### src/common/axi_wr_pkg.sv
package axi_wr_pkg;

  // Bus widths shared by the AXI and AXI-Lite sides
  localparam int ADDR_W = 16;
  localparam int DATA_W = 32;
  localparam int STRB_W = DATA_W / 8;
  localparam int ID_W   = 4;

  // AXI-Lite writes allowed in flight
  localparam int TAG_DEPTH = 4;
  localparam int TAG_PTR_W = $clog2(TAG_DEPTH);
  localparam int TAG_CNT_W = $clog2(TAG_DEPTH + 1);

  typedef logic [ADDR_W-1:0] addr_t;
  typedef logic [DATA_W-1:0] data_t;
  typedef logic [STRB_W-1:0] strb_t;
  typedef logic [ID_W-1:0]   id_t;

  // Beats minus one
  typedef logic [7:0] len_t;
  // log2 of bytes per beat
  typedef logic [2:0] size_t;
  typedef logic [1:0] burst_t;
  typedef logic [1:0] resp_t;

  localparam burst_t BURST_FIXED = 2'd0;
  localparam burst_t BURST_INCR  = 2'd1;
  localparam burst_t BURST_WRAP  = 2'd2;

  localparam resp_t RESP_OKAY   = 2'd0;
  localparam resp_t RESP_SLVERR = 2'd2;

  typedef enum logic {
    SPLIT_IDLE,
    SPLIT_BEATS
  } split_state_t;

endpackage

### src/axi_axil_wr/axi_burst_splitter.sv
module axi_burst_splitter
  import axi_wr_pkg::*;
(
  input  logic   clk,
  input  logic   i_reset,

  input  logic   i_s_axi_awvalid,
  input  addr_t  i_s_axi_awaddr,
  input  id_t    i_s_axi_awid,
  input  len_t   i_s_axi_awlen,
  input  size_t  i_s_axi_awsize,
  input  burst_t i_s_axi_awburst,
  output logic   o_s_axi_awready,

  output logic   o_split_valid,
  output addr_t  o_split_addr,
  output id_t    o_split_id,
  output logic   o_split_last,
  input  logic   i_split_ready
);

  split_state_t state;

  // Latched burst
  addr_t  addr_q;
  id_t    id_q;
  size_t  size_q;
  burst_t burst_q;
  addr_t  wrap_mask;
  len_t   beats_left;

  addr_t  step;
  addr_t  incr_addr;
  addr_t  next_addr;

  logic   aw_fire;
  logic   split_fire;

  assign o_s_axi_awready = (state == SPLIT_IDLE);
  assign o_split_valid   = (state == SPLIT_BEATS);
  assign o_split_addr    = addr_q;
  assign o_split_id      = id_q;
  assign o_split_last    = (beats_left == '0);

  assign aw_fire    = i_s_axi_awvalid && o_s_axi_awready;
  assign split_fire = o_split_valid && i_split_ready;

  // Address of the following beat
  always_comb begin
    step      = addr_t'(1) << size_q;
    incr_addr = addr_q + step;
    case (burst_q)
      BURST_FIXED: next_addr = addr_q;
      // Low bits wrap inside the aligned window while high bits stay
      BURST_WRAP:  next_addr = (addr_q & ~wrap_mask) | (incr_addr & wrap_mask);
      default:     next_addr = incr_addr;
    endcase
  end

  always_ff @(posedge clk) begin
    if (i_reset) begin
      state      <= SPLIT_IDLE;
      beats_left <= '0;
    end else begin
      case (state)
        SPLIT_IDLE: begin
          if (aw_fire) begin
            state      <= SPLIT_BEATS;
            beats_left <= i_s_axi_awlen;
          end
        end
        SPLIT_BEATS: begin
          if (split_fire) begin
            if (o_split_last) begin
              state <= SPLIT_IDLE;
            end else begin
              beats_left <= beats_left - len_t'(1);
            end
          end
        end
        default: state <= SPLIT_IDLE;
      endcase
    end
  end

  always_ff @(posedge clk) begin
    if (aw_fire) begin
      addr_q    <= i_s_axi_awaddr;
      id_q      <= i_s_axi_awid;
      size_q    <= i_s_axi_awsize;
      burst_q   <= i_s_axi_awburst;
      // Byte mask of a window of (len+1) beats
      wrap_mask <= ((addr_t'(i_s_axi_awlen) + addr_t'(1)) << i_s_axi_awsize) - addr_t'(1);
    end else if (split_fire) begin
      addr_q <= next_addr;
    end
  end

  // Stalled beat keeps its payload
  a_split_stable: assert property (
    @(posedge clk) disable iff (i_reset)
    o_split_valid && !i_split_ready |=>
      o_split_valid && $stable(o_split_addr) && $stable(o_split_id) && $stable(o_split_last)
  );

  // Next burst is taken only once the last beat has gone
  a_idle_after_last: assert property (
    @(posedge clk) disable iff (i_reset)
    split_fire && o_split_last |=> o_s_axi_awready && !o_split_valid
  );

endmodule

### src/axi_axil_wr/wr_tag_queue.sv
module wr_tag_queue
  import axi_wr_pkg::*;
(
  input  logic clk,
  input  logic i_reset,

  input  logic i_push,
  input  id_t  i_push_id,
  input  logic i_push_last,

  input  logic i_pop,
  output id_t  o_head_id,
  output logic o_head_last,

  output logic o_full,
  output logic o_empty
);

  id_t                  id_mem   [TAG_DEPTH];
  logic                 last_mem [TAG_DEPTH];

  logic [TAG_PTR_W-1:0] wr_ptr;
  logic [TAG_PTR_W-1:0] rd_ptr;
  logic [TAG_CNT_W-1:0] count;

  assign o_full      = (count == TAG_CNT_W'(TAG_DEPTH));
  assign o_empty     = (count == '0);
  assign o_head_id   = id_mem[rd_ptr];
  assign o_head_last = last_mem[rd_ptr];

  always_ff @(posedge clk) begin
    if (i_push) begin
      id_mem[wr_ptr]   <= i_push_id;
      last_mem[wr_ptr] <= i_push_last;
    end
  end

  // Pointers wrap on their own since depth is a power of two
  always_ff @(posedge clk) begin
    if (i_reset) begin
      wr_ptr <= '0;
      rd_ptr <= '0;
      count  <= '0;
    end else begin
      if (i_push) begin
        wr_ptr <= wr_ptr + TAG_PTR_W'(1);
      end
      if (i_pop) begin
        rd_ptr <= rd_ptr + TAG_PTR_W'(1);
      end
      case ({i_push, i_pop})
        2'b10:   count <= count + TAG_CNT_W'(1);
        2'b01:   count <= count - TAG_CNT_W'(1);
        default: count <= count;
      endcase
    end
  end

  a_no_overflow: assert property (@(posedge clk) disable iff (i_reset) !(i_push && o_full));
  a_no_underflow: assert property (@(posedge clk) disable iff (i_reset) !(i_pop && o_empty));

endmodule

### src/axi_axil_wr/axil_beat_writer.sv
module axil_beat_writer
  import axi_wr_pkg::*;
(
  input  logic  clk,
  input  logic  i_reset,

  // Split beats
  input  logic  i_split_valid,
  input  addr_t i_split_addr,
  input  id_t   i_split_id,
  input  logic  i_split_last,
  output logic  o_split_ready,

  // AXI W and B
  input  logic  i_s_axi_wvalid,
  input  data_t i_s_axi_wdata,
  input  strb_t i_s_axi_wstrb,
  input  logic  i_s_axi_wlast,
  output logic  o_s_axi_wready,
  output logic  o_s_axi_bvalid,
  output id_t   o_s_axi_bid,
  output resp_t o_s_axi_bresp,
  input  logic  i_s_axi_bready,

  // AXI-Lite AW, W and B
  output addr_t o_m_axil_awaddr,
  output logic  o_m_axil_awvalid,
  input  logic  i_m_axil_awready,
  output data_t o_m_axil_wdata,
  output strb_t o_m_axil_wstrb,
  output logic  o_m_axil_wvalid,
  input  logic  i_m_axil_wready,
  input  resp_t i_m_axil_bresp,
  input  logic  i_m_axil_bvalid,
  output logic  o_m_axil_bready
);

  logic  issuing;
  logic  can_take;
  logic  accept;

  logic  tag_full;
  logic  tag_empty;
  id_t   head_id;
  logic  head_last;
  logic  tag_pop;

  // First non-OKAY response of the current burst
  resp_t err_q;

  // One beat in issue at a time
  assign issuing  = o_m_axil_awvalid || o_m_axil_wvalid;
  assign can_take = !issuing && !tag_full;
  assign accept   = i_split_valid && i_s_axi_wvalid && can_take;

  assign o_split_ready  = can_take && i_s_axi_wvalid;
  assign o_s_axi_wready = can_take && i_split_valid;

  always_ff @(posedge clk) begin
    if (i_reset) begin
      o_m_axil_awvalid <= 1'b0;
      o_m_axil_wvalid  <= 1'b0;
    end else if (accept) begin
      o_m_axil_awvalid <= 1'b1;
      o_m_axil_wvalid  <= 1'b1;
    end else begin
      // AW and W complete independently
      if (i_m_axil_awready) begin
        o_m_axil_awvalid <= 1'b0;
      end
      if (i_m_axil_wready) begin
        o_m_axil_wvalid <= 1'b0;
      end
    end
  end

  always_ff @(posedge clk) begin
    if (accept) begin
      o_m_axil_awaddr <= i_split_addr;
      o_m_axil_wdata  <= i_s_axi_wdata;
      o_m_axil_wstrb  <= i_s_axi_wstrb;
    end
  end

  wr_tag_queue u_tag_queue (
    .clk        (clk),
    .i_reset    (i_reset),
    .i_push     (accept),
    .i_push_id  (i_split_id),
    .i_push_last(i_split_last),
    .i_pop      (tag_pop),
    .o_head_id  (head_id),
    .o_head_last(head_last),
    .o_full     (tag_full),
    .o_empty    (tag_empty)
  );

  // Last beat's response goes out as the burst's B
  assign o_m_axil_bready = !tag_empty && (head_last ? i_s_axi_bready : 1'b1);
  assign tag_pop         = i_m_axil_bvalid && o_m_axil_bready;

  assign o_s_axi_bvalid = i_m_axil_bvalid && !tag_empty && head_last;
  assign o_s_axi_bid    = head_id;
  assign o_s_axi_bresp  = (err_q != RESP_OKAY) ? err_q : i_m_axil_bresp;

  always_ff @(posedge clk) begin
    if (i_reset) begin
      err_q <= RESP_OKAY;
    end else if (tag_pop) begin
      if (head_last) begin
        err_q <= RESP_OKAY;
      end else if (err_q == RESP_OKAY) begin
        err_q <= i_m_axil_bresp;
      end
    end
  end

  // W stream and split addresses stay in step
  a_wlast_match: assert property (
    @(posedge clk) disable iff (i_reset)
    accept |-> (i_s_axi_wlast == i_split_last)
  );

endmodule

### src/axi_axil_wr/axi_axil_wr_bridge.sv
module axi_axil_wr_bridge
  import axi_wr_pkg::*;
(
  input  logic   clk,
  input  logic   i_reset,

  // AXI subordinate
  input  logic   i_s_axi_awvalid,
  input  addr_t  i_s_axi_awaddr,
  input  id_t    i_s_axi_awid,
  input  len_t   i_s_axi_awlen,
  input  size_t  i_s_axi_awsize,
  input  burst_t i_s_axi_awburst,
  output logic   o_s_axi_awready,
  input  logic   i_s_axi_wvalid,
  input  data_t  i_s_axi_wdata,
  input  strb_t  i_s_axi_wstrb,
  input  logic   i_s_axi_wlast,
  output logic   o_s_axi_wready,
  output logic   o_s_axi_bvalid,
  output id_t    o_s_axi_bid,
  output resp_t  o_s_axi_bresp,
  input  logic   i_s_axi_bready,

  // AXI-Lite manager
  output addr_t  o_m_axil_awaddr,
  output logic   o_m_axil_awvalid,
  input  logic   i_m_axil_awready,
  output data_t  o_m_axil_wdata,
  output strb_t  o_m_axil_wstrb,
  output logic   o_m_axil_wvalid,
  input  logic   i_m_axil_wready,
  input  resp_t  i_m_axil_bresp,
  input  logic   i_m_axil_bvalid,
  output logic   o_m_axil_bready
);

  // Per-beat addresses from the splitter
  logic  split_valid;
  addr_t split_addr;
  id_t   split_id;
  logic  split_last;
  logic  split_ready;

  axi_burst_splitter u_splitter (
    .clk            (clk),
    .i_reset        (i_reset),
    .i_s_axi_awvalid(i_s_axi_awvalid),
    .i_s_axi_awaddr (i_s_axi_awaddr),
    .i_s_axi_awid   (i_s_axi_awid),
    .i_s_axi_awlen  (i_s_axi_awlen),
    .i_s_axi_awsize (i_s_axi_awsize),
    .i_s_axi_awburst(i_s_axi_awburst),
    .o_s_axi_awready(o_s_axi_awready),
    .o_split_valid  (split_valid),
    .o_split_addr   (split_addr),
    .o_split_id     (split_id),
    .o_split_last   (split_last),
    .i_split_ready  (split_ready)
  );

  axil_beat_writer u_writer (
    .clk             (clk),
    .i_reset         (i_reset),
    .i_split_valid   (split_valid),
    .i_split_addr    (split_addr),
    .i_split_id      (split_id),
    .i_split_last    (split_last),
    .o_split_ready   (split_ready),
    .i_s_axi_wvalid  (i_s_axi_wvalid),
    .i_s_axi_wdata   (i_s_axi_wdata),
    .i_s_axi_wstrb   (i_s_axi_wstrb),
    .i_s_axi_wlast   (i_s_axi_wlast),
    .o_s_axi_wready  (o_s_axi_wready),
    .o_s_axi_bvalid  (o_s_axi_bvalid),
    .o_s_axi_bid     (o_s_axi_bid),
    .o_s_axi_bresp   (o_s_axi_bresp),
    .i_s_axi_bready  (i_s_axi_bready),
    .o_m_axil_awaddr (o_m_axil_awaddr),
    .o_m_axil_awvalid(o_m_axil_awvalid),
    .i_m_axil_awready(i_m_axil_awready),
    .o_m_axil_wdata  (o_m_axil_wdata),
    .o_m_axil_wstrb  (o_m_axil_wstrb),
    .o_m_axil_wvalid (o_m_axil_wvalid),
    .i_m_axil_wready (i_m_axil_wready),
    .i_m_axil_bresp  (i_m_axil_bresp),
    .i_m_axil_bvalid (i_m_axil_bvalid),
    .o_m_axil_bready (o_m_axil_bready)
  );

endmodule

### config.mk
export PLATFORM = sky130hd
export DESIGN_NAME = axi_axil_wr_bridge
export DESIGN_NICKNAME = d
export VERILOG_FILES = /design/src/common/axi_wr_pkg.sv /design/src/axi_axil_wr/axi_burst_splitter.sv /design/src/axi_axil_wr/wr_tag_queue.sv /design/src/axi_axil_wr/axil_beat_writer.sv /design/src/axi_axil_wr/axi_axil_wr_bridge.sv
export SDC_FILE = /design/constraint.sdc
export NUM_CORES = 1
export LEC_CHECK = 0
export ABC_AREA = 1
export BUFFER_PORTS_ARGS = -buffer_cell sky130_fd_sc_hd__buf_2
export CAP_MARGIN = 10
export CORE_ASPECT_RATIO = 0.75
export CORE_MARGIN = 2
export CORE_UTILIZATION = 55
export DETAILED_ROUTE_END_ITERATION = 6
export PLACE_DENSITY_LB_ADDON = 0.12
export SYNTH_ARGS = -nofsm -noshare
export SYNTH_HDL_FRONTEND = slang
export SYNTH_SLANG_ARGS = --single-unit
### constraint.sdc
create_clock -name clk -period 4.5 [get_ports clk]
set_input_delay 0.45 -clock clk [delete_from_list [all_inputs] [get_ports clk]]
set_output_delay 0.45 -clock clk [all_outputs]
set_load 0.005 [all_outputs]
==> metrics, run 1 <==
Syn Inst Count=717; Post-synth top flop=edfxtp_1; max layer used=met5; leak pwr=3.53 nW; Hold WC Path Type=primary input to flop; Worst slew margin=between 40 and 50%; Cell Area, Synth=around 6700 sq um; WL met1=slightly below 7 mm; Final ANT Viol Nets=0; layout cells sized above 1=between 20% and 30%; RSZ-0062 raised after global routing=false; outcome=finished clean; Max IR drop VDD=approximately 0.29 mV; CP Capture Type=flop; Async SR Flop Fraction=0%; worst hold margin=196 ps; Req. time, crit path=4670 ps; core area=approximately 12,000 sq um; Crit Reg-Reg Startpoint=u_splitter.size_q[1]; initial drt markers=roughly 420; clk_lat worst skew=around 420 ps; FP Rows=34; Port Buffers=142; part of the cycle the worst path needs=a little under two thirds; Synth cell types=36; Final Setup Violations=0; Max Freq=about 350 MHz; Ant. Diodes=0; drt via density=5.43; Reg clk slew, reported paths=about 70 ps; number of global-route vias before repair=5,402; CTS root buf=clkbuf_16; slew of the pin with the lowest slew margin=841 ps; cell accounting for the most synthesized area=edfxtp_1; Nets=~960; CTS Buffer Depth=2; P_sw=0.000948 W; syn_nets=816; most frequent cells in the layout=nand2_1 (156), buf_2 (142), edfxtp_1 (113); Worst setup SP type=flop; P&R area growth vs syn=22.2%; number of post-CTS setup repair buffers=0; met3 routed wirelength=between 1 and 1.5 mm; via count=5,619; drt total wl=between 15 and 20 mm; synthesis-stage register bit count=approximately 140; setup_tns=0 ps; sequential element share of the synthesized area=a little under three fifths; Die ar.=about 13,000 sq um; worst endpoint data arrival time=just over 3000 ps; number of H-tree levels=4; largest net degree at the start of global routing=55; initial antenna violation count=1; Initial Util=between 50 and 60%; grt total ovfl=0; worst setup path startpoint=u_splitter.size_q[1]; # clock sinks=roughly 140; max capacitance violation total=0; pins over their slew limit=0; CTS tree=yes; Hold Violations, Final=0; clock group share of total power=42.4%; Crit Path Category=flop to flop; DP Wirelength=roughly 11 mm; cts bufs inserted=17; sequential share of power=roughly 43%; Die Height=around 100 um; worst hold start=i_s_axi_wdata[4]; 1st-pass router iterations=4; Ports=144; post-cts hold buffer count=0; Post-synth EDFFs=about 110; # DRC=0; CP max FO=6; met2 WL post-DR=7.45 mm; PD cells=roughly 430 nW/um^2; fin crit period=between 2000 and 3000 ps; Synth top area share=between 50% and 60%; WL per Instance=15.1 um; Comb pwr share=roughly 14%; top cells by area, synth=edfxtp_1 (51%), nand2_1 (8.7%), dfxtp_1 (6.6%); CTS resizes=0; switching part of the total=26.7%; most common cell after layout, fill and taps aside=nand2_1; wire length of the first global-routing pass=roughly 26 mm; RD Place Congestion=0.887; Die W=between 100 and 150 um; Internal=0.00261 W; syn avg cell area=9.35 sq um; gr usage total=25.1%; Max Clock Skew=approximately 20 ps; Syn. warnings=0
-- critical path, stage by stage (launching register included) --
cell and delay [ps]:
edfxtp_1 450, nor3_1 250, ha_1 220, fa_1 220, nand3_1 100, nand3_1 120
nand2_1 70, nand2_1 60, a21oi_1 100, o21ai_0 540, nand3_1 210, nor2_1 140
nor2_1 50, nand2_1 60, nand2_1 40
-- routing by layer --
layer  global-route usage, %  up-vias
met5                       0        -
met4                    8.11        2
met3                    6.78       23
met2                    43.0      232
met1                    31.2     2614
li1                        -     2748
-- layout make-up --
class	count	area, sq um
flip-flops and latches	135	3830
fillers	881	3550
multi-input cells	489	2510
repair buffers	144	726
clock buffers	18	429
inverters	73	274
clock inverters	14	214
well taps	162	203
-- cell usage after synthesis (3+ instances only) --
library cell / number
nand2_1: 156
edfxtp_1: 113
nand3_1: 78
inv_1: 72
o21ai_0: 64
nor2_1: 60
a21oi_1: 35
dfxtp_1: 22
ha_1: 17
nor3_1: 13
clkbuf_1: 12
nand2_2: 9
a211oi_1: 6
buf_2: 6
xnor2_1: 6
nand4_1: 5
nor2_4: 5
o22ai_1: 5
xor2_1: 5
nand3_2: 3
or2_2: 3
-- power by group through the flow --
stage | registers (W) | clock network, W | logic [W]
after detailed placement | 0.00155 | 0 | 0.000506
after global placement | 0.00155 | 0 | 0.000485
after floorplan | 0.00154 | 0 | 0.000349
after global routing | 0.00154 | 0.00159 | 0.000588
final | 0.00153 | 0.00151 | 0.000517
after CTS | 0.00153 | 0.00153 | 0.000514
-- worst paths after layout --
path	endpoint	slack, ps	cells past startpoint
worst max-delay path	flop	1640	14
worst min-delay path	u_writer.o_m_axil_wdata[4]	200	1
worst max register to register	flop	1640	14
worst min register to register	u_writer.o_m_axil_awaddr[13]	440	0
-- kinds of logic after synthesis --
logic type	synth area share [%]
AOI/OAI and AO/OA	9.56
adders and majority gates	3.77
xor gates and xnor gates	1.44
DFF	57.2
and+or+nand+nor	22.6
buffers and inverters	5.43
-- metrics by stage --
step	total power, W	area (sq um)	std cells	utilization (%)	setup slack [ps]
floorplan	0.00189	6700	717	-	316
global placement	0.00203	7550	1003	64.3	1770
detailed placement	0.00206	7550	1003	64.3	1670
CTS	0.00357	8190	1035	69.8	1650
global route	0.00371	8190	1035	69.8	1360
finish	0.00355	8190	1035	69.8	1640
Power figures use the tool's default switching activity.
==> run 2, diff against run 1 <==
ABC_AREA = 0   (was 1)
clock period = 2.8 ns   (was 4.5 ns; I/O delays follow)
==> run 2 against run 1 <==
Net effect: routed wire length fell by 3.0%; worst setup slack got worse by 1600 ps; core utilization rose by 0.99 points; largest cell class unchanged.
==> metrics, run 2 <==
outcome=finished clean; Hold WC Path Type=primary input to flop; part of the cycle the worst path needs=99.2% (+36 points); Hold Violations, Final=0 (unchanged); Synth top cells by count=edfxtp_1 (113), nor2_1 (53), nand2_1 (49), a21oi_1 (32), o21ai_0 (31); most frequent cell after synthesis=edfxtp_1; Cell Area, Synth=6580 sq um (-1.8%); Max Freq=360 MHz (+3.1%); slew of the pin with the lowest slew margin=670 ps (-171 ps); via count=5,030 (-10%); CTS root buf=clkbuf_16; syn avg cell area=11.5 sq um (+23%); number of global-route vias before repair=4,792 (-11%); Reg clk slew, reported paths=60 ps (about the same); RD Place Congestion=0.838 (-5.5%); Synth top area share=51.6% (+0.94 points); fin crit period=2780 ps (-84.9 ps); Ports=144 (unchanged); Die W=130 um (-0.89%); PD cells=654 nW/um^2 (+51%); final core utilization=70.8% (+0.99 points); P&R area growth vs syn=24.9%; sequential element share of the synthesized area=58.3% (+1.1 points); Post-synth EDFFs=113 (unchanged); syn_nets=669 (-18%); Syn Inst Count=570 (-21%); Crit Path Category=flop to flop; number of H-tree levels=4 (unchanged); initial drt markers=392 (-5.8%); grt total ovfl=0 (unchanged); Nets=824 (-14%); Post-synth top flop=edfxtp_1; Final Setup Violations=0 (unchanged); 1st-pass router iterations=6 (+2); Final ANT Viol Nets=0 (unchanged); Final WS setup=23.1 ps (-1620 ps); Port Buffers=142 (unchanged); FP Rows=34 (unchanged); final instance area=8220 sq um (+0.32%); most common cell after layout, fill and taps aside=buf_2; Filler cells=835 (-5.2%); initial antenna violation count=0 (-1); Max IR drop VDD=0.443 mV (+54%); Req. time, crit path=2950 ps (-1720 ps); largest net degree at the start of global routing=56 (+1.8%); pins over their slew limit=0 (unchanged); CP max FO=4 (-2); post-place setup slack=-134 ps (-1810 ps); CTS tree=yes; Max Clock Skew=12.5 ps (-7.18 ps); WL per Instance=16.8 um (+12%); CTS Buffer Depth=2 (unchanged); wire length of the first global-routing pass=23.3 mm (-9.7%); Synth cell types=66 (+83%); Syn. warnings=0 (unchanged); Worst slew margin=55.3% (+11 points); # clock sinks=135 (unchanged); # DRC=0 (unchanged); Die ar.=12,900 sq um (-1.8%); Initial Util=56.7% (-0.43 points); cts bufs inserted=17 (unchanged); clk_lat worst skew=420 ps (about the same); core area=11,600 sq um (-1.1%); leak pwr=3.26 nW (-7.7%); drt via density=5.59 (+2.9%); layout cells sized above 1=31.6% (+8.5 points); gr usage total=23.8% (-1.2 points); placed cell area=7580 sq um (+0.43%); max capacitance violation total=0 (unchanged); synthesis-stage register bit count=135 (unchanged); RSZ-0062 raised after global routing=true; cell accounting for the most synthesized area=edfxtp_1; top cells by area, synth=edfxtp_1 (52%), dfxtp_1 (6.7%), ha_1 (3.2%); DP Wirelength=10.9 mm (-1.8%); Die Height=98.7 um (-0.88%); Worst setup SP type=flop; Async SR Flop Fraction=0% (unchanged); drt total wl=15.1 mm (-3.0%); Ant. Diodes=0 (unchanged); worst hold margin=37.4 ps (-159 ps); worst endpoint data arrival time=2930 ps (-100 ps); CP Capture Type=flop; most frequent cells in the layout=buf_2 (142), edfxtp_1 (113), nor2_1 (53)
## run 2: what timing repair did
item                       4_1_cts  5_1_grt
resized for setup                3       14
setup buffers                    0        0
hold buffers                     0        0
pin swaps                        1        7
setup endpoints to repair        4       24
## run 2: critical path: stages (launching register included)
cell and delay (ps):
edfxtp_1 390, nor3_1 80, ha_2 190, fa_2 360, a21o_1 210, a21oi_2 230
o21bai_4 110, a2111oi_4 450, nor3_4 110, nand3_1 120, xor2_1 180, o31ai_1 80
## run 2: path summary, 6_finish.rpt
path	cells past startpoint	startpoint	slack [ps]	end
worst max-delay path	11	u_splitter.size_q[1]	20	flop
worst min-delay path	1	i_s_axi_wdata[23]	40	u_writer.o_m_axil_wdata[23]
worst max register to register	11	u_splitter.size_q[1]	20	flop
worst min register to register	0	flop	470	u_writer.o_m_axil_awaddr[2]
## run 2: cells by family after synthesis
family,after synthesis,synth area share (%)
and+or+nand+nor,189,14.4
DFF,135,58.3
AOI/OAI and AO/OA,129,12.7
buffers and inverters,54,3.46
xor gates and xnor gates,32,4.37
adders and majority gates,19,3.84
muxes,12,2.98
## run 2: layer usage
metal	vias to the layer above	routed length, um	track usage (%)
li1	2421	-	-
met1	2394	6290	29.6
met2	194	7410	38.5
met3	21	1150	7.65
met4	0	271	10.1
met5	-	0	0
## run 2: per-stage QoR
stage	power, W	setup TNS [ps]	instances
3_5_place_dp	0.00328	-445	869
4_1_cts	0.00538	0	901
5_1_grt	0.00561	-199	900
3_3_place_gp	0.00323	-41.3	869
2_1_floorplan	0.00299	0	570
6_report	0.00537	0	900
## run 2: layout make-up
| class | instances | area, sq um | area share, % |
|---|---|---|---|
| clock inverters | 11 | 83.8 | 1.02 |
| clock buffers | 21 | 483 | 5.88 |
| flip-flops and latches | 135 | 3830 | 46.6 |
| well taps | 162 | 203 | 2.47 |
| multi-input cells | 381 | 2610 | 31.8 |
| inverters | 25 | 97.6 | 1.19 |
| repair buffers | 165 | 908 | 11.1 |
## run 2: power breakdown
| part | internal (W) | switching (W) | total [W] |
|---|---|---|---|
| registers | 0.00236 | 0.0000817 | 0.00244 |
| logic | 0.000359 | 0.000483 | 0.000842 |
| clock network | 0.00125 | 0.000843 | 0.00209 |
==> run 3, diff against run 2 <==
HOLD_SLACK_MARGIN = 0.15   (was default)
==> run 3 against run 2 <==
Net effect: power increased by 1.4%; register-to-register slack improved by 70 ps; sequential cell count unchanged; final area increased by 6.8%; clock power about the same; clock skew increased by 0.95 ps; largest power group unchanged; global-route usage increased by 2.0 points; first-iteration DRC count increased by 19%; final cell count increased by 6.2%; combinational power increased by 8.0%; count of clock-buffer cells in the layout unchanged.
==> metrics, run 3 (synthesis results as in run 2) <==
outcome=finished clean; initial drt markers=468 (+19%); via count=5,339 (+6.1%); drt total wl=16.3 mm (+7.7%); initial antenna violation count=0 (unchanged); PD cells=620 nW/um^2 (-5.1%); # DRC=0 (unchanged); switching part of the total=26.3% (+0.072 points); CP max FO=6 (+2); Die W=130 um (unchanged); Req. time, crit path=2950 ps (about the same); CTS root buf=clkbuf_16; Reg clk slew, reported paths=60 ps (about the same); placed cells=869 (unchanged); worst reg2reg path depth=11 (unchanged); Crit Path Category=flop to flop; sequential share of power=44.8% (-0.6 points); P_sw=0.00143 W (+1.7%); number of post-CTS setup repair buffers=0 (unchanged); placed cell area=7580 sq um (unchanged); Sequential Area=3830 sq um (unchanged); # clock sinks=135 (unchanged); RD Place Congestion=0.838 (unchanged); part of the cycle the worst path needs=96.7% (-2.5 points); CTS tree=yes; gr usage total=25.8% (+2.0 points); Filler cells=759 (-9.1%); worst hold start=i_m_axil_bresp[0]; CP Capture Type=flop; layout cells sized above 1=29.1% (-2.5 points); Max Clock Skew=13.5 ps (+0.950 ps); P&R area growth vs syn=33.4%; 1st-pass router iterations=5 (-1); Internal=0.00402 W (+1.3%); Multi-input gate area=2610 sq um (-0.14%); drt via density=5.58 (about the same); Ports=144 (unchanged); Port Buffers=142 (unchanged); worst hold margin=174 ps (+137 ps); Max IR drop VDD=0.442 mV (-0.21%); FP Rows=34 (unchanged); slack of the worst reg-to-reg path=90 ps (+70 ps); most frequent cells in the layout=buf_2 (142), edfxtp_1 (113), dlygate4sd3_1 (55); Final Total Pwr=0.00545 W (+1.4%); number of H-tree levels=4 (unchanged); final instance area=8780 sq um (+6.8%); wire length of the first global-routing pass=25.1 mm (+7.6%); Worst slew margin=52.6% (-2.7 points); core area=11,600 sq um (unchanged); Max Freq=369 MHz (+2.6%); Hold WC Path Type=primary input to flop; Ant. Diodes=0 (unchanged); number of global-route vias before repair=5,178 (+8.1%); Die Height=98.7 um (unchanged); Worst setup SP type=flop; clock group share of total power=38.5% (-0.5 points); largest net degree at the start of global routing=56 (unchanged); leak pwr=3.50 nW (+7.4%); fin cells=956 (+6.2%); Hold EP=u_writer.err_q[0]; fin crit period=2710 ps (-69.7 ps); Die ar.=12,900 sq um (unchanged); Worst Hold Depth=3 (+2); WL per Instance=17.0 um (+1.4%); Nets=880 (+6.8%); Comb pwr share=16.7% (+1.0 points); most common cell after layout, fill and taps aside=buf_2; worst endpoint data arrival time=2860 ps (-70 ps); slew of the pin with the lowest slew margin=711 ps (+41.1 ps); Hold Violations, Final=0 (unchanged); Initial Util=56.7% (unchanged); Final Setup Violations=0 (unchanged); cts bufs inserted=17 (unchanged); pins over their slew limit=0 (unchanged); Final ANT Viol Nets=0 (unchanged); max capacitance violation total=0 (unchanged); clk_lat worst skew=420 ps (about the same); grt total ovfl=0 (unchanged); CTS Buffer Depth=2 (unchanged); Crit Reg-Reg Startpoint=u_splitter.size_q[1]; DP Wirelength=10.9 mm (unchanged)
## run 3: worst max-delay path: stages (launching register included)
cell and delay [ps]:
edfxtp_1 430, buf_6 150, nor3b_2 150, ha_1 310, a21o_1 220, a21oi_4 180
o21bai_4 120, a2111oi_4 410, nor3_4 100, nand3_1 120, xor2_1 170, o31ai_1 80
## run 3: worst max-delay path by stage
stage	slack [ps]	endpoint	cells after the start	start
after floorplan	70	u_writer.u_tag_queue.count[2]	11	flop
after global placement	-20	flop	11	u_splitter.size_q[0]
after detailed placement	-130	flop	11	u_splitter.size_q[0]
after CTS	10	flop	11	u_splitter.size_q[0]
after global routing	-4	flop	11	u_splitter.size_q[2]
final	90	flop	11	u_splitter.size_q[1]
## run 3: layout make-up
cell class                 instances  area share (%)
inverter                          25            1.11
timing repair buffer             221            16.8
sequential                       135            43.7
clock inverter                    11           0.955
tap                              162            2.31
clock buffer                      21            5.50
multi-input combinational        381            29.7
## run 3: per-stage QoR
step	util, %	TNS, ps	setup WS, ps
after floorplan	-	0	67.2
after detailed placement	65.3	-445	-134
after global placement	65.3	-41.3	-20.4
final	75.6	0	92.8
after CTS	75.0	0	13.6
after global routing	75.6	-5.95	-4.44
## run 3: per-layer routing
| layer | part of all wire [%] | GRT usage, % |
|---|---|---|
| met1 | 40 | 30.7 |
| met2 | 49 | 42.3 |
| met3 | 7.9 | 7.38 |
| met4 | 3.3 | 14.0 |
| met5 | 0 | 0 |
## run 3: repair_timing
item	CTS	global route
endpoints found under the setup margin	4	23
resized for setup	3	13
pin swaps	1	10
cloned	0	0
endpoints found under the hold margin	55	0
hold buffers	55	0
## run 3: power groups by stage
stage          Combinational, W  Clock (W)  Sequential [W]
4_1_cts                0.000877    0.00213         0.00244
6_report               0.000909    0.00210         0.00244
5_1_grt                0.000996    0.00223         0.00245
3_5_place_dp           0.000805          0         0.00248
3_3_place_gp           0.000766          0         0.00247
2_1_floorplan          0.000533          0         0.00246
